File: config.mk
export PLATFORM = sky130hd
export DESIGN_NAME = asi_unit
export DESIGN_NICKNAME = d
export VERILOG_FILES = /design/src/hdl/aes_pkg.sv /design/src/hdl/asi_pkg.sv /design/src/hdl/asi_aes_sbox.sv /design/src/hdl/asi_aes_v1.sv /design/src/hdl/asi_sha256_sigma.sv /design/src/hdl/asi_sha3_index.sv /design/src/hdl/asi_unit.sv
export SDC_FILE = /design/constraint.sdc
export NUM_CORES = 1
export LEC_CHECK = 0
export ABC_AREA = 1
export BUFFER_PORTS_ARGS = -buffer_cell sky130_fd_sc_hd__buf_2
export CAP_MARGIN = 10
export CORE_MARGIN = 1.5
export CORE_UTILIZATION = 45
export CTS_CLUSTER_DIAMETER = 80
export DETAILED_ROUTE_END_ITERATION = 10
export GPL_ROUTABILITY_DRIVEN = 0
export MAX_ROUTING_LAYER = met4
export SYNTH_ARGS = -nofsm -noshare
export SYNTH_HDL_FRONTEND = slang
export SYNTH_SLANG_ARGS = --single-unit
File: constraint.sdc
create_clock -name g_clk -period 30.7 [get_ports g_clk]
set_input_delay 1.535 -clock g_clk [delete_from_list [all_inputs] [get_ports g_clk]]
set_output_delay 1.535 -clock g_clk [all_outputs]
set_load 0.03 [all_outputs]
File: src/hdl/aes_pkg.sv
/*
 * AES package
 * Operation struct for the AES engine and the GF(2^8) arithmetic
 * used by the S-box and MixColumns
 */
package aes_pkg;

    localparam int AES_SUB_STEPS = 4;                        // SubBytes cycles, one per byte
    localparam int AES_CNT_W     = $clog2(AES_SUB_STEPS);    // Byte counter width

    typedef struct packed {
        logic dec;                                           // Inverse direction
        logic mix;                                           // MixColumns, else SubBytes
    } aes_op_t;

    // Multiply by x, reduce by x^8+x^4+x^3+x+1
    function automatic logic [7:0] xtime(input logic [7:0] a);
        return {a[6:0], 1'b0} ^ (a[7] ? 8'h1b : 8'h00);
    endfunction

    // Shift-and-add multiply
    function automatic logic [7:0] gf_mul(input logic [7:0] a, input logic [7:0] b);
        logic [7:0] acc;
        logic [7:0] p;
        acc = 8'h00;
        p   = a;
        for (int i = 0; i < 8; i++) begin
            if (b[i]) acc = acc ^ p;
            p = xtime(p);
        end
        return acc;
    endfunction

    // a^254 by repeated squaring, 0 maps to 0
    function automatic logic [7:0] gf_inv(input logic [7:0] a);
        logic [7:0] acc;
        logic [7:0] sq;
        acc = 8'h01;
        sq  = a;
        for (int i = 1; i < 8; i++) begin
            sq  = gf_mul(sq, sq);                            // a^(2^i)
            acc = gf_mul(acc, sq);
        end
        return acc;
    endfunction

    function automatic logic [7:0] affine_fwd(input logic [7:0] a);
        return a ^ {a[6:0], a[7]} ^ {a[5:0], a[7:6]} ^ {a[4:0], a[7:5]}
                 ^ {a[3:0], a[7:4]} ^ 8'h63;
    endfunction

    function automatic logic [7:0] affine_inv(input logic [7:0] a);
        return {a[6:0], a[7]} ^ {a[4:0], a[7:5]} ^ {a[1:0], a[7:2]} ^ 8'h05;
    endfunction

endpackage

File: src/hdl/asi_pkg.sv
/*
 * Algorithm-specific instruction package
 * Word width, micro-op class and function encodings, and the request
 * struct that carries one instruction into the unit
 */
package asi_pkg;

    // --------------------
    // Sizes
    // --------------------
    localparam int XLEN        = 32;                 // Data word width
    localparam int ASI_UOP_W   = 5;                  // Micro-op width
    localparam int ASI_CLASS_W = 2;                  // Class field, top of uop

    // Instruction class, top two bits of the micro-op
    typedef enum logic [ASI_CLASS_W-1:0] {
        ASI_NONE = 2'b00,                            // No ASI instruction
        ASI_AES  = 2'b01,                            // AES sub and mix
        ASI_SHA2 = 2'b10,                            // SHA-256 sigmas
        ASI_SHA3 = 2'b11                             // Keccak lane indexing
    } asi_class_e;

    // Full micro-op, class then 3-bit function
    typedef enum logic [ASI_UOP_W-1:0] {
        ASI_SHA256_S0 = {ASI_SHA2, 3'b000},          // Small sigma0
        ASI_SHA256_S1 = {ASI_SHA2, 3'b001},          // Small sigma1
        ASI_SHA256_S2 = {ASI_SHA2, 3'b010},          // Big Sigma0
        ASI_SHA256_S3 = {ASI_SHA2, 3'b011},          // Big Sigma1
        ASI_SHA3_XY   = {ASI_SHA3, 3'b000},          // x + 5y
        ASI_SHA3_X1   = {ASI_SHA3, 3'b001},          // (x+1) + 5y
        ASI_SHA3_X2   = {ASI_SHA3, 3'b010},          // (x+2) + 5y
        ASI_SHA3_X4   = {ASI_SHA3, 3'b011},          // (x+4) + 5y
        ASI_SHA3_YX   = {ASI_SHA3, 3'b100},          // y + 5(2x+3y)
        ASI_AES_ENCS  = {ASI_AES,  3'b000},          // SubBytes
        ASI_AES_DECS  = {ASI_AES,  3'b001},          // InvSubBytes
        ASI_AES_ENCM  = {ASI_AES,  3'b010},          // MixColumns
        ASI_AES_DECM  = {ASI_AES,  3'b011}           // InvMixColumns
    } asi_uop_e;

    // --------------------
    // Request
    // --------------------
    typedef struct packed {
        logic [ASI_UOP_W-1:0] uop;                   // Operation to perform
        logic [XLEN-1:0]      rs1;                   // Source register 1
        logic [XLEN-1:0]      rs2;                   // Source register 2
        logic [1:0]           shamt;                 // SHA3 post-shift
    } asi_req_t;

endpackage

File: src/hdl/asi_aes_sbox.sv
/*
 * AES S-box
 * Forward and inverse byte substitution from one shared GF(2^8)
 * inverter and the two affine maps, no lookup table
 */
module asi_aes_sbox import aes_pkg::*; (
    input  logic [7:0] din,                 // Byte in
    input  logic       dec,                 // Inverse S-box
    output logic [7:0] dout                 // Substituted byte
);

    // --------------------
    // Inverse path front
    // --------------------
    // InvSubBytes undoes the affine map before inverting, so the
    // inverse affine sits in front of the shared inverter
    logic [7:0] pre_aff;                    // Inverse affine of din
    logic [7:0] inv_in;                     // Inverter operand

    assign pre_aff = affine_inv(din);
    assign inv_in  = dec ? pre_aff : din;   // Forward feeds din straight in

    // --------------------
    // Shared inverter
    // --------------------
    logic [7:0] inv_out;                    // Multiplicative inverse

    assign inv_out = gf_inv(inv_in);        // 0 stays 0

    // --------------------
    // Forward path back
    // --------------------
    logic [7:0] post_aff;                   // Forward affine of inverse

    assign post_aff = affine_fwd(inv_out);

    // Inverse result is the bare inverse
    assign dout = dec ? inv_out : post_aff;

endmodule

File: src/hdl/asi_aes_v1.sv
/*
 * AES engine, simple variant
 * SubBytes or InvSubBytes of a word over four cycles through one S-box,
 * and single-cycle MixColumns or InvMixColumns of one column
 */
module asi_aes_v1 import asi_pkg::*, aes_pkg::*; (
    input  logic            g_clk,
    input  logic            rst,
    input  logic            valid,          // Held until ready
    input  logic            flush,          // Abandon SubBytes in progress
    input  aes_op_t         op,             // Direction and sub or mix
    input  logic [XLEN-1:0] rs1,            // Column, byte 0 is row 0
    output logic            ready,          // Result available
    output logic [XLEN-1:0] rd              // Result word
);

    logic [3:0][7:0]                   col_in;        // rs1 as four bytes
    logic [AES_CNT_W-1:0]              sub_cnt;       // Byte being substituted
    logic [8*(AES_SUB_STEPS-1)-1:0]    sub_hold;      // Finished bytes 0 to 2
    logic                              sub_valid;
    logic                              sub_last;      // Byte 3 this cycle
    logic                              sub_done;
    logic                              mix_valid;
    logic [7:0]                        sbox_out;
    logic [XLEN-1:0]                   sub_word;
    logic [3:0][7:0]                   mix_enc;
    logic [3:0][7:0]                   mix_dec;
    logic [XLEN-1:0]                   mix_word;

    assign col_in    = rs1;
    assign sub_valid = valid && !op.mix;
    assign mix_valid = valid && op.mix;
    assign sub_last  = sub_cnt == AES_CNT_W'(AES_SUB_STEPS - 1);
    assign sub_done  = sub_valid && sub_last;

    // --------------------
    // SubBytes
    // --------------------
    asi_aes_sbox u_sbox (
        .din  (col_in[sub_cnt]),            // One byte per cycle
        .dec  (op.dec),
        .dout (sbox_out)
    );

    always_ff @(posedge g_clk) begin
        if (rst || flush) begin
            sub_cnt <= '0;
        end else if (sub_valid) begin
            sub_cnt <= sub_last ? '0 : sub_cnt + 1'b1;  // Wrap for back-to-back
        end
    end

    always_ff @(posedge g_clk) begin
        if (sub_valid && !sub_last) begin
            sub_hold[8*sub_cnt +: 8] <= sbox_out;       // Store finished byte
        end
    end

    assign sub_word = {sbox_out, sub_hold};             // Byte 3 still combinational

    // --------------------
    // MixColumns
    // --------------------
    always_comb begin
        for (int r = 0; r < 4; r++) begin
            mix_enc[r] = xtime(col_in[r]) ^ xtime(col_in[(r+1)%4]) ^ col_in[(r+1)%4]
                       ^ col_in[(r+2)%4] ^ col_in[(r+3)%4];
            mix_dec[r] = gf_mul(col_in[r], 8'h0e) ^ gf_mul(col_in[(r+1)%4], 8'h0b)
                       ^ gf_mul(col_in[(r+2)%4], 8'h0d) ^ gf_mul(col_in[(r+3)%4], 8'h09);
        end
    end

    assign mix_word = op.dec ? mix_dec : mix_enc;

    assign ready = mix_valid || sub_done;               // Mix answers at once
    assign rd    = ({XLEN{mix_valid}} & mix_word) |
                   ({XLEN{sub_done}}  & sub_word);

endmodule

File: src/hdl/asi_sha256_sigma.sv
/*
 * SHA-256 sigma
 * The two small and two big sigma transforms of one word
 */
module asi_sha256_sigma import asi_pkg::*; (
    input  logic [XLEN-1:0] rs1,            // Gated source word
    input  logic [1:0]      ss,             // Sigma select
    output logic [XLEN-1:0] result
);

    function automatic logic [XLEN-1:0] ror(input logic [XLEN-1:0] x, input int n);
        return (x >> n) | (x << (XLEN - n));
    endfunction

    logic [XLEN-1:0] s0;                    // Small sigma0
    logic [XLEN-1:0] s1;                    // Small sigma1
    logic [XLEN-1:0] s2;                    // Big Sigma0
    logic [XLEN-1:0] s3;                    // Big Sigma1

    assign s0 = ror(rs1, 7)  ^ ror(rs1, 18) ^ (rs1 >> 3);
    assign s1 = ror(rs1, 17) ^ ror(rs1, 19) ^ (rs1 >> 10);
    assign s2 = ror(rs1, 2)  ^ ror(rs1, 13) ^ ror(rs1, 22);
    assign s3 = ror(rs1, 6)  ^ ror(rs1, 11) ^ ror(rs1, 25);

    always_comb begin
        case (ss)
            2'd0:    result = s0;
            2'd1:    result = s1;
            2'd2:    result = s2;
            default: result = s3;
        endcase
    end

endmodule

File: src/hdl/asi_sha3_index.sv
/*
 * SHA3 lane index
 * Keccak lane-index functions of two coordinates, with a post-shift
 */
module asi_sha3_index import asi_pkg::*; (
    input  logic [XLEN-1:0] rs1,            // x in [2:0]
    input  logic [XLEN-1:0] rs2,            // y in [2:0]
    input  logic [1:0]      shamt,          // Post-shift amount
    input  logic            f_xy,           // One-hot function strobes
    input  logic            f_x1,
    input  logic            f_x2,
    input  logic            f_x4,
    input  logic            f_yx,
    output logic [XLEN-1:0] result
);

    logic [5:0] x_w;                        // Coordinates widened
    logic [5:0] y_w;
    logic [5:0] y_x5;                       // 5y
    logic [5:0] idx_xy;
    logic [5:0] idx_x1;
    logic [5:0] idx_x2;
    logic [5:0] idx_x4;
    logic [5:0] idx_yx;
    logic [5:0] idx_sel;

    function automatic logic [2:0] mod5(input logic [5:0] v);
        return 3'(v % 6'd5);
    endfunction

    assign x_w  = {3'b000, rs1[2:0]};
    assign y_w  = {3'b000, rs2[2:0]};
    assign y_x5 = 6'(y_w * 6'd5);           // At most 35

    assign idx_xy = {3'b000, mod5(x_w)}          + y_x5;
    assign idx_x1 = {3'b000, mod5(x_w + 6'd1)}   + y_x5;
    assign idx_x2 = {3'b000, mod5(x_w + 6'd2)}   + y_x5;
    assign idx_x4 = {3'b000, mod5(x_w + 6'd4)}   + y_x5;
    assign idx_yx = y_w + 6'(mod5(6'((x_w << 1) + y_w * 6'd3)) * 6'd5);

    // AND-OR select, zero with no strobe
    assign idx_sel = ({6{f_xy}} & idx_xy) | ({6{f_x1}} & idx_x1) |
                     ({6{f_x2}} & idx_x2) | ({6{f_x4}} & idx_x4) |
                     ({6{f_yx}} & idx_yx);

    assign result = {{(XLEN-6){1'b0}}, idx_sel} << shamt;

endmodule

File: src/hdl/asi_unit.sv
/*
 * Algorithm-specific instruction unit
 * Decodes AES, SHA2 and SHA3 micro-ops, runs the matching engine and
 * returns the selected result under a valid/ready handshake
 */
module asi_unit import asi_pkg::*, aes_pkg::*; (
    input  logic            g_clk,
    input  logic            rst,
    input  logic            valid,          // Held with req until ready
    input  logic            flush,          // Abandon multi-cycle AES
    input  asi_req_t        req,            // Instruction and operands
    output logic            ready,          // Instruction completes
    output logic [XLEN-1:0] result
);

    // --------------------
    // Decode
    // --------------------
    asi_class_e      uop_class;
    logic            insn_aes;
    logic            insn_sha2;
    logic            insn_sha3;
    logic [XLEN-1:0] sha2_rs1;              // Zero outside SHA2
    aes_op_t         aes_op;
    logic            aes_ready;
    logic [XLEN-1:0] result_aes;
    logic [XLEN-1:0] result_sha2;
    logic [XLEN-1:0] result_sha3;

    assign uop_class = asi_class_e'(req.uop[ASI_UOP_W-1 -: ASI_CLASS_W]);
    assign insn_aes  = valid && (uop_class == ASI_AES);
    assign insn_sha2 = valid && (uop_class == ASI_SHA2);
    assign insn_sha3 = valid && (uop_class == ASI_SHA3);

    assign sha2_rs1 = {XLEN{insn_sha2}} & req.rs1;      // Keeps sigma logic quiet
    assign aes_op   = '{dec: (req.uop == ASI_AES_DECS) || (req.uop == ASI_AES_DECM),
                        mix: (req.uop == ASI_AES_ENCM) || (req.uop == ASI_AES_DECM)};

    // --------------------
    // Engines
    // --------------------
    asi_sha3_index u_sha3_index (
        .rs1    (req.rs1),
        .rs2    (req.rs2),
        .shamt  (req.shamt),
        .f_xy   (valid && (req.uop == ASI_SHA3_XY)),
        .f_x1   (valid && (req.uop == ASI_SHA3_X1)),
        .f_x2   (valid && (req.uop == ASI_SHA3_X2)),
        .f_x4   (valid && (req.uop == ASI_SHA3_X4)),
        .f_yx   (valid && (req.uop == ASI_SHA3_YX)),
        .result (result_sha3)
    );

    asi_sha256_sigma u_sha256_sigma (
        .rs1    (sha2_rs1),
        .ss     (req.uop[1:0]),             // Low bits pick the sigma
        .result (result_sha2)
    );

    asi_aes_v1 u_aes_v1 (
        .g_clk  (g_clk),
        .rst    (rst),
        .valid  (insn_aes),
        .flush  (flush),
        .op     (aes_op),
        .rs1    (req.rs1),
        .ready  (aes_ready),
        .rd     (result_aes)
    );

    // Result select and handshake
    assign result = ({XLEN{insn_aes}}  & result_aes)  |
                    ({XLEN{insn_sha2}} & result_sha2) |
                    ({XLEN{insn_sha3}} & result_sha3);
    assign ready  = insn_sha2 || insn_sha3 || (insn_aes && aes_ready);

endmodule

==> results.txt <==
The number of DRC violations after detailed-routing iteration 0 came out at 4182. The area of the core region came out at 0.0672 mm2. The count of nets left with antenna violations once routing finished came out at 0. The port buffer count came out at 78. The number of nets handed over by synthesis was 5973. Post-CTS repair changed the size of 0 cells. The first global-routing pass estimated 183000 um of wire.

The count of nets after finishing came out at 5923. The site row count is 95. The number of vias per cell after detailed routing is 5.63. The number of cells on the worst hold path came out at 2. The worst setup path is captured at a primary output.

The run finished with clean final reports. The delay contributed by the slowest stage of the critical path is 0.71 ns. The initial core utilization is 45.4%. The required time reported for the critical path endpoint came out at 29.17 ns. CTS placed an instance of clkbuf_16 at the clock tree root. The transition time of the tightest slew-check pin came out at 1.44 ns.

The number of max-cap violations came out at 0. Pin placement for this block handled 108 I/O pins. The total area of sequential cells came out at 761 um2.

Clock latency on the worst-skew pair, taken at its later pin, is 0.26 ns. The total count of max-transition violations in the final report was 0. Dividing the synthesized area by the synthesized cell count gives 5.23 um2. The worst setup path is launched from a primary input. The number of buffers inserted by post-CTS setup repair is 0. Setup repair after global routing left no endpoint under its margin. At the end of the flow the core is filled with cells to 46.5%. The worst setup path is of the in -> out kind. On the critical path, the stage with the largest delay is an instance of inv_1. TritonCTS built the clock tree.

The number of antenna violations at the first check in global routing came out at 8. The number of setup violations in the final report is 0. The vertical die dimension is 263 um. Synthesis produced 5827 cells. The path class of the lowest-slack min-delay path is reg -> reg.

The highest net fanout along the worst path is 24. The worst clock skew on the final layout came out at 0.00244 ns. The worst pin sits at a relative slew slack of 2.98%. The library cell used most frequently in the layout, excluding fill and tap cells, is nand2_1.

The number of distinct library cells after synthesis came out at 76. The sequential cell area fraction in the yosys report came out at 2.50%. The cell count of the worst reg-to-reg path is 105. The largest net degree at the start of global routing is 49.

The proportion of register bits with asynchronous set or reset after synthesis is 0%. The cell repeated most along the worst path is nand2_1. Clock-pin slew was measured on the worst setup and hold paths at 0.07 ns.

Among all flip-flop cells after synthesis, the most frequent one is edfxtp_1. Data on the critical path arrives at its endpoint at 19.92 ns. In this run the number of H-tree levels came out at 1. The chip width came out at 263 um. The layout has 7526 filler cells.

The total length of routed wires is 120000 um. The flip-flop and latch count after synthesis is 26. The fmax came out at 0.0466 GHz.

The total number of clock tree sinks came out at 26. The number of hold violations in the final report was 0. The post-route minimum period is 21.45 ns. The largest buffer count on any clock path is 2. For this run, design rule violations remaining after detail routing come to 0. Of the cells placed in the final design, the portion with a size suffix greater than 1 is 9.82%.

The number of detailed-route iterations in the first pass came out at 11. The via count of the first global-routing pass is 32.7k. The final worst-path cycle share is 69.9%.

In this run, synthesis inferred 24 flip-flops with an integrated enable. The cell area that synthesis handed to floorplanning was 0.0305 mm2. The total of warnings raised by yosys came out at 0. The floorplan step defined a die boundary enclosing 0.0693 mm2.

After detailed routing, the average wire length per cell comes to 18.0 um. For this run, the total global-route usage over all layers was measured as 34.1%. The number of clock buffers inserted by TritonCTS is 3. The placed wire-length estimate after detailed placement is 90700 um. The setup TNS after final layout came out at 0 ns. The area growth from synthesis to layout is 2.41%. The multi-input logic area is 0.0260 mm2.

In the layout the commonest cells are nand2_1 (2210), nand3_1 (798), inv_1 (553), nor2_1 (396), xor2_1 (383). The number of hold buffers added after CTS was 0. The routed via count is 37.5k. The total overflow left after global routing is 0.
-- kinds of logic after synthesis --
logic type,share of synthesized area [%]
AOI/OAI and AO/OA,8.95
xor gates and xnor gates,17.7
adders and majority gates,3.09
buffers and inverters,12.3
DFF,2.50
muxes,0.0985
and+or+nand+nor,55.4
-- path summary, 6_finish.rpt --
| path | from | end | slack (ns) |
|---|---|---|---|
| worst max-delay path | req[65] | result[27] | 9.25 |
| worst min-delay path | u_aes_v1.sub_cnt[1] | u_aes_v1.sub_cnt[1] | 1.13 |
| worst max register to register | u_aes_v1.sub_cnt[0] | u_aes_v1.sub_hold[9] | 11.85 |
| worst min register to register | u_aes_v1.sub_cnt[1] | u_aes_v1.sub_cnt[1] | 1.13 |
-- cell usage after synthesis (all sizes together), types with 4 or more instances --
cell / n / area, um2
nand3b: 57 / 428
or2: 36 / 225
xnor2: 185 / 1710
buf: 120 / 940
o221ai: 9 / 78.8
edfxtp: 24 / 721
fa: 7 / 140
nor3: 12 / 71.3
o22ai: 4 / 25.0
o21ai: 170 / 855
xor2: 399 / 3630
ha: 64 / 801
o21a: 17 / 128
a311oi: 4 / 35.0
nor2: 414 / 1610
nand4: 54 / 338
o2111ai: 17 / 149
o311ai: 8 / 70.1
nand2: 2443 / 9910
inv: 655 / 2470
a21o: 5 / 37.5
clkinv: 23 / 97.6
a31oi: 6 / 37.5
o21bai: 16 / 124
a21oi: 131 / 704
o211ai: 32 / 240
nand3: 827 / 4280
a32oi: 8 / 70.1
clkbuf: 50 / 205
-- registers in the layout, indices dropped and copies added (netlist names) --
register           cells
u_aes_v1.sub_cnt       2
u_aes_v1.sub_hold     24
-- worst max-delay path, delay by kind of cell --
family,cells,cell delay (ns)
xor+xnor,6,2.14
buf+inv,16,3.59
compound gates,1,0.18
fa+ha+maj,3,1.36
simple gates,78,11.03
-- cell type report --
class	instances	area share, %
Timing Repair Buffer	115	2.13
Clock buffer	4	0.285
Tap cell	873	3.50
Sequential cell	26	2.44
Inverter	680	8.34
Antenna cell	7	0.0561
Multi-Input combinational cell	4951	83.2
-- layer usage --
metal  up-vias  track usage [%]  share of wire [%]
li1      18400                -                  -
met1     16900             41.9                 41
met2      1844             51.7                 42
met3       433             10.4                 12
met4         0             13.5                5.2
met5         -                -                  0
-- stage by stage --
stage / cell area (um2) / hold WS, ns / worst slack, ns / instances
floorplan: 30500 / 0.748 / 14.71 / 5827
global placement: 31100 / 1.08 / 9.84 / 6642
detailed placement: 31100 / 1.10 / 9.82 / 6642
CTS: 31200 / 1.12 / 9.75 / 6646
global route: 31200 / 1.18 / 7.70 / 6656
finish: 31200 / 1.13 / 9.25 / 6656
Power is not shown: default switching activity piles up to over one toggle a cycle in this logic, so the estimate is an artifact.
